==> config.mk <==
export PLATFORM = sky130hd
export DESIGN_NAME = alu_rx_top
export DESIGN_NICKNAME = d
export VERILOG_FILES = /design/src/design/alu_rx_pkg.sv /design/src/design/alu_rx_top.sv /design/src/design/rx_bit_timer.sv /design/src/design/rx_crc4_check.sv /design/src/design/rx_frame_ctrl.sv /design/src/design/rx_packet_assembler.sv
export SDC_FILE = /design/constraint.sdc
export NUM_CORES = 1
export LEC_CHECK = 0
export BUFFER_PORTS_ARGS = -buffer_cell sky130_fd_sc_hd__buf_2
export CORE_ASPECT_RATIO = 0.75
export CORE_UTILIZATION = 58
export DETAILED_ROUTE_END_ITERATION = 7
export HOLD_SLACK_MARGIN = 0.05
export PLACE_DENSITY = 0.78
export SYNTH_ARGS = -nofsm -noshare
export SYNTH_HDL_FRONTEND = slang
export SYNTH_SLANG_ARGS = --single-unit
==> constraint.sdc <==
create_clock -name clk -period 4.31 [get_ports clk]
set_input_delay 0.862 -clock clk [delete_from_list [all_inputs] [get_ports clk]]
set_output_delay 0.862 -clock clk [all_outputs]
set_load 0.01 [all_outputs]
==> src/design/alu_rx_pkg.sv <==
`default_nettype none

package alu_rx_pkg;

    ////////////////////////////////////////
    // Serial link timing
    ////////////////////////////////////////

    // Clock cycles per bit on the line
    localparam int OVERSAMPLE = 16;
    // Start edge to middle of the start bit
    localparam int HALF_BIT   = 8;

    ////////////////////////////////////////
    // Packet layout
    ////////////////////////////////////////

    localparam int DATA_W      = 32;
    localparam int PAYLOAD_W   = 8;
    localparam int DATA_FRAMES = 8;
    localparam int OPCODE_W    = 3;
    localparam int CRC_W       = 4;
    // x^4 + x + 1
    localparam logic [CRC_W-1:0] CRC_POLY = 4'h3;
    // Operands, one marker bit and the opcode
    localparam int CRC_MSG_W   = 2 * DATA_W + 1 + OPCODE_W;

    // Frame control states
    localparam logic [2:0] ST_START   = 3'd0;
    localparam logic [2:0] ST_TYPE    = 3'd1;
    localparam logic [2:0] ST_PAYLOAD = 3'd2;
    localparam logic [2:0] ST_STOP    = 3'd3;
    localparam logic [2:0] ST_CHECK   = 3'd4;

    // Command payload, first bit on the line is the flag
    typedef struct packed {
        logic                flag;
        logic [OPCODE_W-1:0] opcode;
        logic [CRC_W-1:0]    crc;
    } cmd_fields_t;

    // One captured payload byte, read as data or as a command
    typedef union packed {
        logic [PAYLOAD_W-1:0] data;
        cmd_fields_t          cmd;
    } payload_u;

endpackage

`default_nettype wire

==> src/design/alu_rx_top.sv <==
`timescale 1ns/100ps
`default_nettype none

module alu_rx_top (
    input  wire                              clk,
    input  wire                              rst,
    input  wire                              serial_in,
    output logic [alu_rx_pkg::DATA_W-1:0]    data_out_a,
    output logic [alu_rx_pkg::DATA_W-1:0]    data_out_b,
    output logic [alu_rx_pkg::OPCODE_W-1:0]  opcode,
    output logic                             ack,
    output logic                             frame_error,
    output logic                             crc_error
);

    logic                            bit_strobe;
    logic                            bit_value;
    logic                            hunt;
    logic                            shift_en;
    logic                            byte_done;
    logic                            check;
    logic                            publish;
    logic                            crc_ok;
    alu_rx_pkg::payload_u            payload;
    logic [alu_rx_pkg::DATA_W-1:0]   operand_a;
    logic [alu_rx_pkg::DATA_W-1:0]   operand_b;

    ////////////////////////////////////////
    // Bit timing
    ////////////////////////////////////////

    rx_bit_timer i_bit_timer (
        .clk        (clk),
        .rst        (rst),
        .serial_in  (serial_in),
        .hunt       (hunt),
        .bit_strobe (bit_strobe),
        .bit_value  (bit_value)
    );

    ////////////////////////////////////////
    // Frame and packet control
    ////////////////////////////////////////

    rx_frame_ctrl i_frame_ctrl (
        .clk         (clk),
        .rst         (rst),
        .bit_strobe  (bit_strobe),
        .bit_value   (bit_value),
        .payload     (payload),
        .crc_ok      (crc_ok),
        .hunt        (hunt),
        .shift_en    (shift_en),
        .byte_done   (byte_done),
        .check       (check),
        .publish     (publish),
        .ack         (ack),
        .frame_error (frame_error),
        .crc_error   (crc_error)
    );

    // Operand capture and result registers
    rx_packet_assembler i_packet_assembler (
        .clk        (clk),
        .rst        (rst),
        .bit_value  (bit_value),
        .shift_en   (shift_en),
        .byte_done  (byte_done),
        .publish    (publish),
        .payload    (payload),
        .operand_a  (operand_a),
        .operand_b  (operand_b),
        .data_out_a (data_out_a),
        .data_out_b (data_out_b),
        .opcode     (opcode)
    );

    rx_crc4_check i_crc4_check (
        .clk       (clk),
        .rst       (rst),
        .check     (check),
        .operand_a (operand_a),
        .operand_b (operand_b),
        .payload   (payload),
        .crc_ok    (crc_ok)
    );

endmodule

`default_nettype wire

==> src/design/rx_bit_timer.sv <==
`timescale 1ns/100ps
`default_nettype none

module rx_bit_timer (
    input  wire  clk,
    input  wire  rst,
    input  wire  serial_in,
    input  wire  hunt,
    output logic bit_strobe,
    output logic bit_value
);

    logic       sync_q1;
    logic       sync_q2;
    logic       active;
    logic       first;
    logic [3:0] phase;
    logic [3:0] phase_end;

    // Two flop synchroniser, idles high like the line
    always_ff @(posedge clk)
    begin
        if (!rst)
        begin
            sync_q1 <= 1'b1;
            sync_q2 <= 1'b1;
        end
        else
        begin
            sync_q1 <= serial_in;
            sync_q2 <= sync_q1;
        end
    end

    // Half a bit to the start bit middle, then a full bit each
    assign phase_end  = first ? 4'(alu_rx_pkg::HALF_BIT - 1) : 4'(alu_rx_pkg::OVERSAMPLE - 1);
    assign bit_strobe = active && (phase == phase_end);
    assign bit_value  = sync_q2;

    always_ff @(posedge clk)
    begin
        if (!rst)
        begin
            active <= 1'b0;
            first  <= 1'b0;
            phase  <= '0;
        end
        else if (!active)
        begin
            // Look for a falling line while hunting
            if (hunt && !sync_q2)
            begin
                active <= 1'b1;
                first  <= 1'b1;
                phase  <= '0;
            end
        end
        else if (hunt && !first)
        begin
            // Frame over or start rejected, go back to hunting
            active <= 1'b0;
        end
        else if (bit_strobe)
        begin
            phase <= '0;
            first <= 1'b0;
        end
        else
        begin
            phase <= phase + 4'd1;
        end
    end

endmodule

`default_nettype wire

==> src/design/rx_crc4_check.sv <==
`timescale 1ns/100ps
`default_nettype none

module rx_crc4_check (
    input  wire                           clk,
    input  wire                           rst,
    input  wire                           check,
    input  wire [alu_rx_pkg::DATA_W-1:0]  operand_a,
    input  wire [alu_rx_pkg::DATA_W-1:0]  operand_b,
    input  alu_rx_pkg::payload_u          payload,
    output logic                          crc_ok
);

    logic [alu_rx_pkg::CRC_MSG_W-1:0] message;

    // Serial CRC, message MSB first, zero seed
    function automatic logic [alu_rx_pkg::CRC_W-1:0] crc4_calc(
        input logic [alu_rx_pkg::CRC_MSG_W-1:0] msg
    );
        logic [alu_rx_pkg::CRC_W-1:0] crc;
        logic                         feedback;
        crc = '0;
        for (int i = alu_rx_pkg::CRC_MSG_W - 1; i >= 0; i--)
        begin
            feedback = crc[alu_rx_pkg::CRC_W-1] ^ msg[i];
            crc      = {crc[alu_rx_pkg::CRC_W-2:0], 1'b0};
            if (feedback)
            begin
                crc = crc ^ alu_rx_pkg::CRC_POLY;
            end
        end
        return crc;
    endfunction

    // Constant 1 sits between B and the opcode
    assign message = {operand_a, operand_b, 1'b1, payload.cmd.opcode};

    always_ff @(posedge clk)
    begin
        if (!rst)
        begin
            crc_ok <= 1'b0;
        end
        else if (check)
        begin
            crc_ok <= (crc4_calc(message) == payload.cmd.crc);
        end
    end

endmodule

`default_nettype wire

==> src/design/rx_frame_ctrl.sv <==
`timescale 1ns/100ps
`default_nettype none

module rx_frame_ctrl (
    input  wire                  clk,
    input  wire                  rst,
    input  wire                  bit_strobe,
    input  wire                  bit_value,
    input  alu_rx_pkg::payload_u payload,
    input  wire                  crc_ok,
    output logic                 hunt,
    output logic                 shift_en,
    output logic                 byte_done,
    output logic                 check,
    output logic                 publish,
    output logic                 ack,
    output logic                 frame_error,
    output logic                 crc_error
);

    logic [2:0] state;
    logic [2:0] bit_idx;
    logic [3:0] frame_cnt;
    logic       cmd_slot;
    logic       stop_bad;

    // Ninth frame of the packet carries the command
    assign cmd_slot = (frame_cnt == 4'(alu_rx_pkg::DATA_FRAMES));
    assign stop_bad = !bit_value || (cmd_slot && payload.cmd.flag);

    // Outputs load together with ack, so publish follows crc_ok directly
    assign publish = (state == alu_rx_pkg::ST_CHECK) && !check && crc_ok;

    always_ff @(posedge clk)
    begin
        if (!rst)
        begin
            state       <= alu_rx_pkg::ST_START;
            bit_idx     <= '0;
            frame_cnt   <= '0;
            hunt        <= 1'b1;
            shift_en    <= 1'b0;
            byte_done   <= 1'b0;
            check       <= 1'b0;
            ack         <= 1'b0;
            frame_error <= 1'b0;
            crc_error   <= 1'b0;
        end
        else
        begin
            shift_en    <= 1'b0;
            byte_done   <= 1'b0;
            check       <= 1'b0;
            ack         <= 1'b0;
            frame_error <= 1'b0;
            crc_error   <= 1'b0;

            case (state)
                alu_rx_pkg::ST_START:
                begin
                    // A high start sample is a glitch, keep hunting
                    if (bit_strobe && !bit_value)
                    begin
                        state <= alu_rx_pkg::ST_TYPE;
                        hunt  <= 1'b0;
                    end
                end

                alu_rx_pkg::ST_TYPE:
                begin
                    if (bit_strobe)
                    begin
                        if (bit_value == cmd_slot)
                        begin
                            state   <= alu_rx_pkg::ST_PAYLOAD;
                            bit_idx <= '0;
                        end
                        else
                        begin
                            frame_error <= 1'b1;
                            frame_cnt   <= '0;
                            hunt        <= 1'b1;
                            state       <= alu_rx_pkg::ST_START;
                        end
                    end
                end

                alu_rx_pkg::ST_PAYLOAD:
                begin
                    if (bit_strobe)
                    begin
                        shift_en <= 1'b1;
                        bit_idx  <= bit_idx + 3'd1;
                        if (bit_idx == 3'(alu_rx_pkg::PAYLOAD_W - 1))
                        begin
                            state <= alu_rx_pkg::ST_STOP;
                        end
                    end
                end

                alu_rx_pkg::ST_STOP:
                begin
                    if (bit_strobe)
                    begin
                        hunt <= 1'b1;
                        if (stop_bad)
                        begin
                            frame_error <= 1'b1;
                            frame_cnt   <= '0;
                            state       <= alu_rx_pkg::ST_START;
                        end
                        else if (cmd_slot)
                        begin
                            check <= 1'b1;
                            state <= alu_rx_pkg::ST_CHECK;
                        end
                        else
                        begin
                            byte_done <= 1'b1;
                            frame_cnt <= frame_cnt + 4'd1;
                            state     <= alu_rx_pkg::ST_START;
                        end
                    end
                end

                alu_rx_pkg::ST_CHECK:
                begin
                    // First cycle here the CRC result is still being registered
                    if (!check)
                    begin
                        ack       <= crc_ok;
                        crc_error <= !crc_ok;
                        frame_cnt <= '0;
                        state     <= alu_rx_pkg::ST_START;
                    end
                end

                default:
                begin
                    hunt  <= 1'b1;
                    state <= alu_rx_pkg::ST_START;
                end
            endcase
        end
    end

endmodule

`default_nettype wire

==> src/design/rx_packet_assembler.sv <==
`timescale 1ns/100ps
`default_nettype none

module rx_packet_assembler (
    input  wire                                clk,
    input  wire                                rst,
    input  wire                                bit_value,
    input  wire                                shift_en,
    input  wire                                byte_done,
    input  wire                                publish,
    output alu_rx_pkg::payload_u               payload,
    output logic [alu_rx_pkg::DATA_W-1:0]      operand_a,
    output logic [alu_rx_pkg::DATA_W-1:0]      operand_b,
    output logic [alu_rx_pkg::DATA_W-1:0]      data_out_a,
    output logic [alu_rx_pkg::DATA_W-1:0]      data_out_b,
    output logic [alu_rx_pkg::OPCODE_W-1:0]    opcode
);

    // A in the upper half, B in the lower half
    logic [2*alu_rx_pkg::DATA_W-1:0] operand_store;

    ////////////////////////////////////////
    // Payload and operand shifting
    ////////////////////////////////////////

    always_ff @(posedge clk)
    begin
        // MSB arrives first
        if (shift_en)
        begin
            payload.data <= {payload.data[alu_rx_pkg::PAYLOAD_W-2:0], bit_value};
        end
        if (byte_done)
        begin
            operand_store <= {operand_store[2*alu_rx_pkg::DATA_W-alu_rx_pkg::PAYLOAD_W-1:0],
                              payload.data};
        end
    end

    assign operand_a = operand_store[2*alu_rx_pkg::DATA_W-1:alu_rx_pkg::DATA_W];
    assign operand_b = operand_store[alu_rx_pkg::DATA_W-1:0];

    ////////////////////////////////////////
    // Output registers
    ////////////////////////////////////////

    always_ff @(posedge clk)
    begin
        if (!rst)
        begin
            data_out_a <= '0;
            data_out_b <= '0;
            opcode     <= '0;
        end
        else if (publish)
        begin
            data_out_a <= operand_a;
            data_out_b <= operand_b;
            opcode     <= payload.cmd.opcode;
        end
    end

endmodule

`default_nettype wire

# After elaboration in Yosys (flattened, before gate mapping)
# Cells that the tools add are included.
# totals
ff_bits,165
latchBits,0
ram_bits,0
rom_bits,0
inputBits,3
output_inout_bits,70
n_memories,0
# op_classes
addsub,3
multipliers,0
n_div,0
magnitude_cmp,0
eq_ne,20
shifts,0
mux,250
bitwise_logic,138
reduce_logical,26
# op_table
cell,n
two-way mux 4 bit,147
two-way mux 2 bit,69
inverter 2 bit,67
bitwise XOR 1 bit,66
two-way mux 3 bit,11
two-way mux 1 bit,18
case mux 3 bit (5 select lines),1
!= test 2 x 1 -> 1 bit (second input constant),7
case mux 4 bit (3 select lines),1
AND reduction 6 bit,2
adder 4 x 1 -> 4 bit (second input constant),2
equality test 4 bit,2
logical AND 1 bit,7
equality test 3 x 2 -> 1 bit (second input constant),2
equality test 3 bit (second input constant),2
!= test 2 bit (second input constant),3
case mux 3 bit (2 select lines),1
inverter 1 bit,5
AND reduction 5 bit,1
equality test 4 bit (second input constant),1
logical NOT 1 bit,4
case mux 1 bit (4 select lines),1
AND reduction 2 bit,2
AND reduction 4 bit,1
other kinds (13),14

# Logic depth before layout (Yosys ltp)
# depth
word_depth,272
mapped_depth,10
ltp_nobuf,10

# Hierarchy
# A second synthesis with hierarchy kept.
# unflattened
hier_cells,539
area_unflattened_um2,7395.8
# modules_own_cells
mod,n_inst,cells_per_inst,area_per_inst_um2,seq_area_each_um2
rx_packet_assembler,1,288,4730.8,3503.4
rx_crc4_check,1,101,1332.5,20.0
rx_frame_ctrl,1,112,979.7,340.3
rx_bit_timer,1,38,352.8,160.2

# Worst setup path before layout
# Ideal clock, no wire load.
# synth_path
path_kind,reg-to-reg
start,reg i_packet_assembler.operand_store[55] in the netlist's numbering
end,reg i_crc4_check.crc_ok
setup_ns,0.125
arrival_time_ns,2.555
t_required_ns,4.185
slack_ns,1.630
stages_incl_launch_ff,10
n_path_buf,0
period_less_slack_ns,2.680
cell_sequence,edfxtp_1 > xnor3_1 > xnor3_2 > xnor2_2 > xnor2_2 > xnor3_1 > xnor2_1 > nor2_1 > o2111ai_1 > nand3_1
# synth_via
elab_chain_len,181
# synth_lines
item,line,source
start: declaration,rx_packet_assembler.sv:20,logic [2*alu_rx_pkg::DATA_W-1:0] operand_store;
start signal: assignment,rx_packet_assembler.sv:35,"operand_store <= {operand_store[2*alu_rx_pkg::DATA_W-alu_rx_pkg::PAYLOAD_W-1:0],"
bitwise XOR 1 bit *,rx_crc4_check.sv:25,feedback = crc[alu_rx_pkg::CRC_W-1] ^ msg[i];
two-way mux 2 bit *,rx_crc4_check.sv:27,if (feedback)
two-way mux 4 bit *,rx_crc4_check.sv:44,else if (check)
two-way mux 4 bit *,rx_crc4_check.sv:40,if (!rst)
two-way mux 4 bit *,rx_crc4_check.sv:44,
two-way mux 4 bit *,rx_crc4_check.sv:40,
two-way mux 4 bit *,rx_crc4_check.sv:44,
two-way mux 4 bit *,rx_crc4_check.sv:40,
[... 165 more ...],-,
two-way mux 4 bit *,rx_crc4_check.sv:40,
two-way mux 4 bit *,rx_crc4_check.sv:44,
two-way mux 4 bit *,rx_crc4_check.sv:40,
bitwise XOR 1 bit or inverter 2 bit (tied branches),-,
two-way mux 2 bit,rx_crc4_check.sv:27,
two-way mux 4 bit *,rx_crc4_check.sv:44,
two-way mux 4 bit *,rx_crc4_check.sv:40,
equality test 4 bit *,rx_crc4_check.sv:46,crc_ok <= (crc4_calc(message) == payload.cmd.crc);
end signal: assignment,rx_crc4_check.sv:46,
end: declaration,rx_crc4_check.sv:11,output logic crc_ok
# Every way passes the cells marked *; elsewhere a longest branch is shown, timed or not. The select of a mux whose other input is x is not followed.
# A chain may end at the register's enable or synchronous reset.

# Worst setup path in the final report
# layout_path
start,reg i_packet_assembler.operand_store[43] in the netlist's numbering
end,reg i_crc4_check.crc_ok
# layout_via
elab_chain_len,145
# layout_lines
item,line
bitwise XOR 1 bit *,rx_crc4_check.sv:25
two-way mux 2 bit *,rx_crc4_check.sv:27
two-way mux 4 bit *,rx_crc4_check.sv:44
two-way mux 4 bit *,rx_crc4_check.sv:40
two-way mux 4 bit *,rx_crc4_check.sv:44
two-way mux 4 bit *,rx_crc4_check.sv:40
two-way mux 4 bit *,rx_crc4_check.sv:44
two-way mux 4 bit *,rx_crc4_check.sv:40
[... 129 more ...],-
two-way mux 4 bit *,rx_crc4_check.sv:40
two-way mux 4 bit *,rx_crc4_check.sv:44
two-way mux 4 bit *,rx_crc4_check.sv:40
bitwise XOR 1 bit or inverter 2 bit (tied branches),-
two-way mux 2 bit,rx_crc4_check.sv:27
two-way mux 4 bit *,rx_crc4_check.sv:44
two-way mux 4 bit *,rx_crc4_check.sv:40
equality test 4 bit *,rx_crc4_check.sv:46
# Marked as above.

==> metrics.md <==
| Metric | Value |
|---|---|
| Status | completed |
| Worst path max stage delay | about 0.45 ns |
| Root Buffer | clkbuf_16 |
| Share of layout cells above drive strength 1 | 0.1710 |
| Final net count | 685 |
| IO buf count | 72 |
| Yosys top cell by area | edfxtp_1 |
| Die area | approximately 0.013 mm² |
| Arr. time, crit path | 3.31 ns |
| Detailed-route via count | 4569 |
| Die extent in y | 97.27 µm |
| Most frequent cells in the layout | nand2_1, dfxtp_1, a21boi_0 |
| CTS buffer count | 17 |
| Synth Register Bits | 165 |
| Rows | 34 |
| Core Area | roughly 0.012 mm² |
| EDFF count, synth | between 70 and 80 |
| WL final | 14.24 mm |
| Clk_lat worst skew | 0.43 ns |
| Number of global-route vias before repair | between 4000 and 5000 |
| Via density | roughly 5.4 |
| CTS Hold Bufs | 0 |
| Drt first pass iters | 4 |
| CTS H-tree lvls | 4 |
| Fin crit period | about 2.9 ns |
| Initial antenna violation count | 0 |
| Layout Cell Area excl Fill | 0.008082 mm² |
| Hold Fails Final Rpt | 0 |
| Static leakage | 0.003100 µW |
| I/O Pins | 73 |
| Largest net degree at the start of global routing | 68 |
| Slowest cell on crit path | xnor3_1 |
| Synth Flop Type | dfxtp_1 |
| WP data required | 4.67 ns |
| RD Place Congestion | around 0.85 |
| Setup Buffers After CTS | 0 |
| Worst min path class | reg -> reg |
| Final Cycle Share | 0.6843 |
| Fill cell count | 867 |
| Remaining antenna violation count after routing | 0 |
| CP top delay family | XOR/XNOR gates |
| Buf+Inv Stages, Crit Path | 0 |
| Most Frequent Cell on Critical Path | xnor3_1 |
| Crit Path Class | reg -> reg |
| DRC | 0 |
| Final Setup Violations | 0 |
| Clock Pin Slew Worst Setup and Hold Paths | 0.06 ns |
| DP Area | about 0.0075 mm² |
| Initial Util | 0.6000 |
| Fin. max-slew vios | 0 |
| DR WL/cell | 16.71 µm |
| DP HPWL | 9.838 mm |
| Most common cell after layout, fill and taps aside | nand2_1 |
| Clk buf depth | 2 |
| Gr usage total | 0.2448 |
| Die width | 129.0 µm |
| Rel. slew slack | 0.2040 |
| Mapped Area | 0.007019 mm² |
| Total grt overflow | 0 |
| Seq/Total Area, Yosys | 0.5733 |
| PostCTS Resize Cnt | 0 |
| CP Max Fanout | 3 |
| Peak VDD IR | about 0.00033 V |
| Pwr Density | 386.6 mW/mm² |
| Mapped Avg Cell Area | 11.49 µm² |
| RSZ-0062 raised after global routing | false |
| Crit end category | register |
| Synth top area share | 0.3080 |
| Worst slew pin tran | 1.194 ns |
| # clock sinks | approximately 170 |
| Yosys Warn Count | 0 |
| CTS tree | built |
| Layout area overhead | 15.13% |
| N_diodes | 0 |
| Synth top area cells | edfxtp_1, dfxtp_1, nand2_1 |
| Max frequency | around 0.34 GHz |
| Mapped Nets | 619 |
| 1st-iter DRT viols | 283 |
| Critical-path cell list | xnor3_1 > xnor3_1 > xnor2_2 > xnor2_1 > xnor3_1 > xnor2_1 > nor4_1 > o21ai_1 > nand3_1 |
| Syn Inst Count | 611 |
| Synth cell types | 43 |
| Setup_tns | 0 ns |
| Clock Skew | 0.01030 ns |
| CP startpoint kind | register |
| First-pass GRT wire length | 22.91 mm |
| Max Cap Violations | 0 |
| Fraction of registers with async set/reset | 0 |
==> sequential cells by signal (all words and copies together) (netlist names) <==
name / cells
i_frame_ctrl.ack: 1
i_packet_assembler.data_out_b: 32
i_packet_assembler.operand_store: 64
i_frame_ctrl.hunt: 1
i_crc4_check.crc_ok: 1
i_packet_assembler.data_out_a: 32
i_frame_ctrl.frame_cnt: 4
i_bit_timer.bit_value: 1
i_packet_assembler.payload: 8
i_bit_timer.phase: 4
i_packet_assembler.opcode: 3
i_frame_ctrl.byte_done: 1
i_frame_ctrl.frame_error: 1
i_frame_ctrl.shift_en: 1
i_bit_timer.active: 1
i_frame_ctrl.crc_error: 1
i_bit_timer.sync_q1: 1
i_frame_ctrl.state: 3
i_frame_ctrl.bit_idx: 3
i_bit_timer.first: 1
i_frame_ctrl.check: 1
==> final timing paths <==
check	endpoint	cells after the start	from	slack, ns
setup / recovery	i_crc4_check.crc_ok	9	i_packet_assembler.operand_store[43]	1.36
hold / removal	i_bit_timer.bit_value	1	i_bit_timer.sync_q1	0.43
setup reg to reg	i_crc4_check.crc_ok	9	i_packet_assembler.operand_store[43]	1.36
hold reg to reg	i_bit_timer.bit_value	1	i_bit_timer.sync_q1	0.43
==> cells by family after synthesis <==
| group | synth area share |
|---|---|
| AND/OR/NAND/NOR | 0.1266 |
| XOR/XNOR | 0.1649 |
| AO/OA/AOI/OAI | 0.1062 |
| flip-flops | 0.5733 |
| buffers and inverters | 0.01872 |
| adder cells (fa/ha/maj) | 0.008913 |
| multiplexers | 0.001426 |
==> synthesized netlist by cell type, drive strengths merged, types with 2 or more instances <==
master	n
inv	6
a21oi	11
nor3	5
nor3b	4
and2	3
o21ai	13
dfxtp	93
a21boi	73
nand2b	4
edfxtp	72
clkbuf	26
or4	2
buf	3
ha	5
nand4	2
xnor3	21
and3	2
nand2	150
a22o	2
nor2	13
nor4	3
xor2	19
xnor2	52
nand3b	3
nand3	4
nor2b	7
==> layer usage <==
metal	GRT usage	share of wire	wire length, µm
met1	0.3369	0.45	6376
met2	0.3692	0.47	6626
met3	0.06938	0.072	1022
met4	0.09140	0.015	210
met5	0	0	0
==> final cells by class <==
type / instances / area (µm²) / share of cell area
repair buffers: 76 / 390.4 / 0.04830
flip-flops and latches: 165 / 4025 / 0.4981
inverters: 6 / 22.52 / 0.002787
clock inverters: 14 / 143.9 / 0.01780
well taps: 162 / 202.7 / 0.02508
multi-input cells: 411 / 2868 / 0.3549
clock buffers: 18 / 429.2 / 0.05310
==> report_power, final <==
group / switching (µW) / internal, µW / leakage [µW]
registers: 2.18 / 1620 / 0.00140
logic: 14.3 / 12.8 / 0.00142
clock network: 661 / 815 / 0.000285
==> per-stage QoR <==
stage	total power (µW)	util	hold WS, ns	std cells	setup slack [ns]
final	3124	0.6908	0.4347	852	1.361
after global routing	3214	0.6908	0.4440	852	1.182
after CTS	3142	0.6908	0.4390	852	1.349
after detailed placement	1683	0.6418	0.4172	820	1.387
after global placement	1681	0.6418	0.3906	820	1.520
after floorplan	1677	-	0.3863	611	1.630
Power figures use the tool's default switching activity.
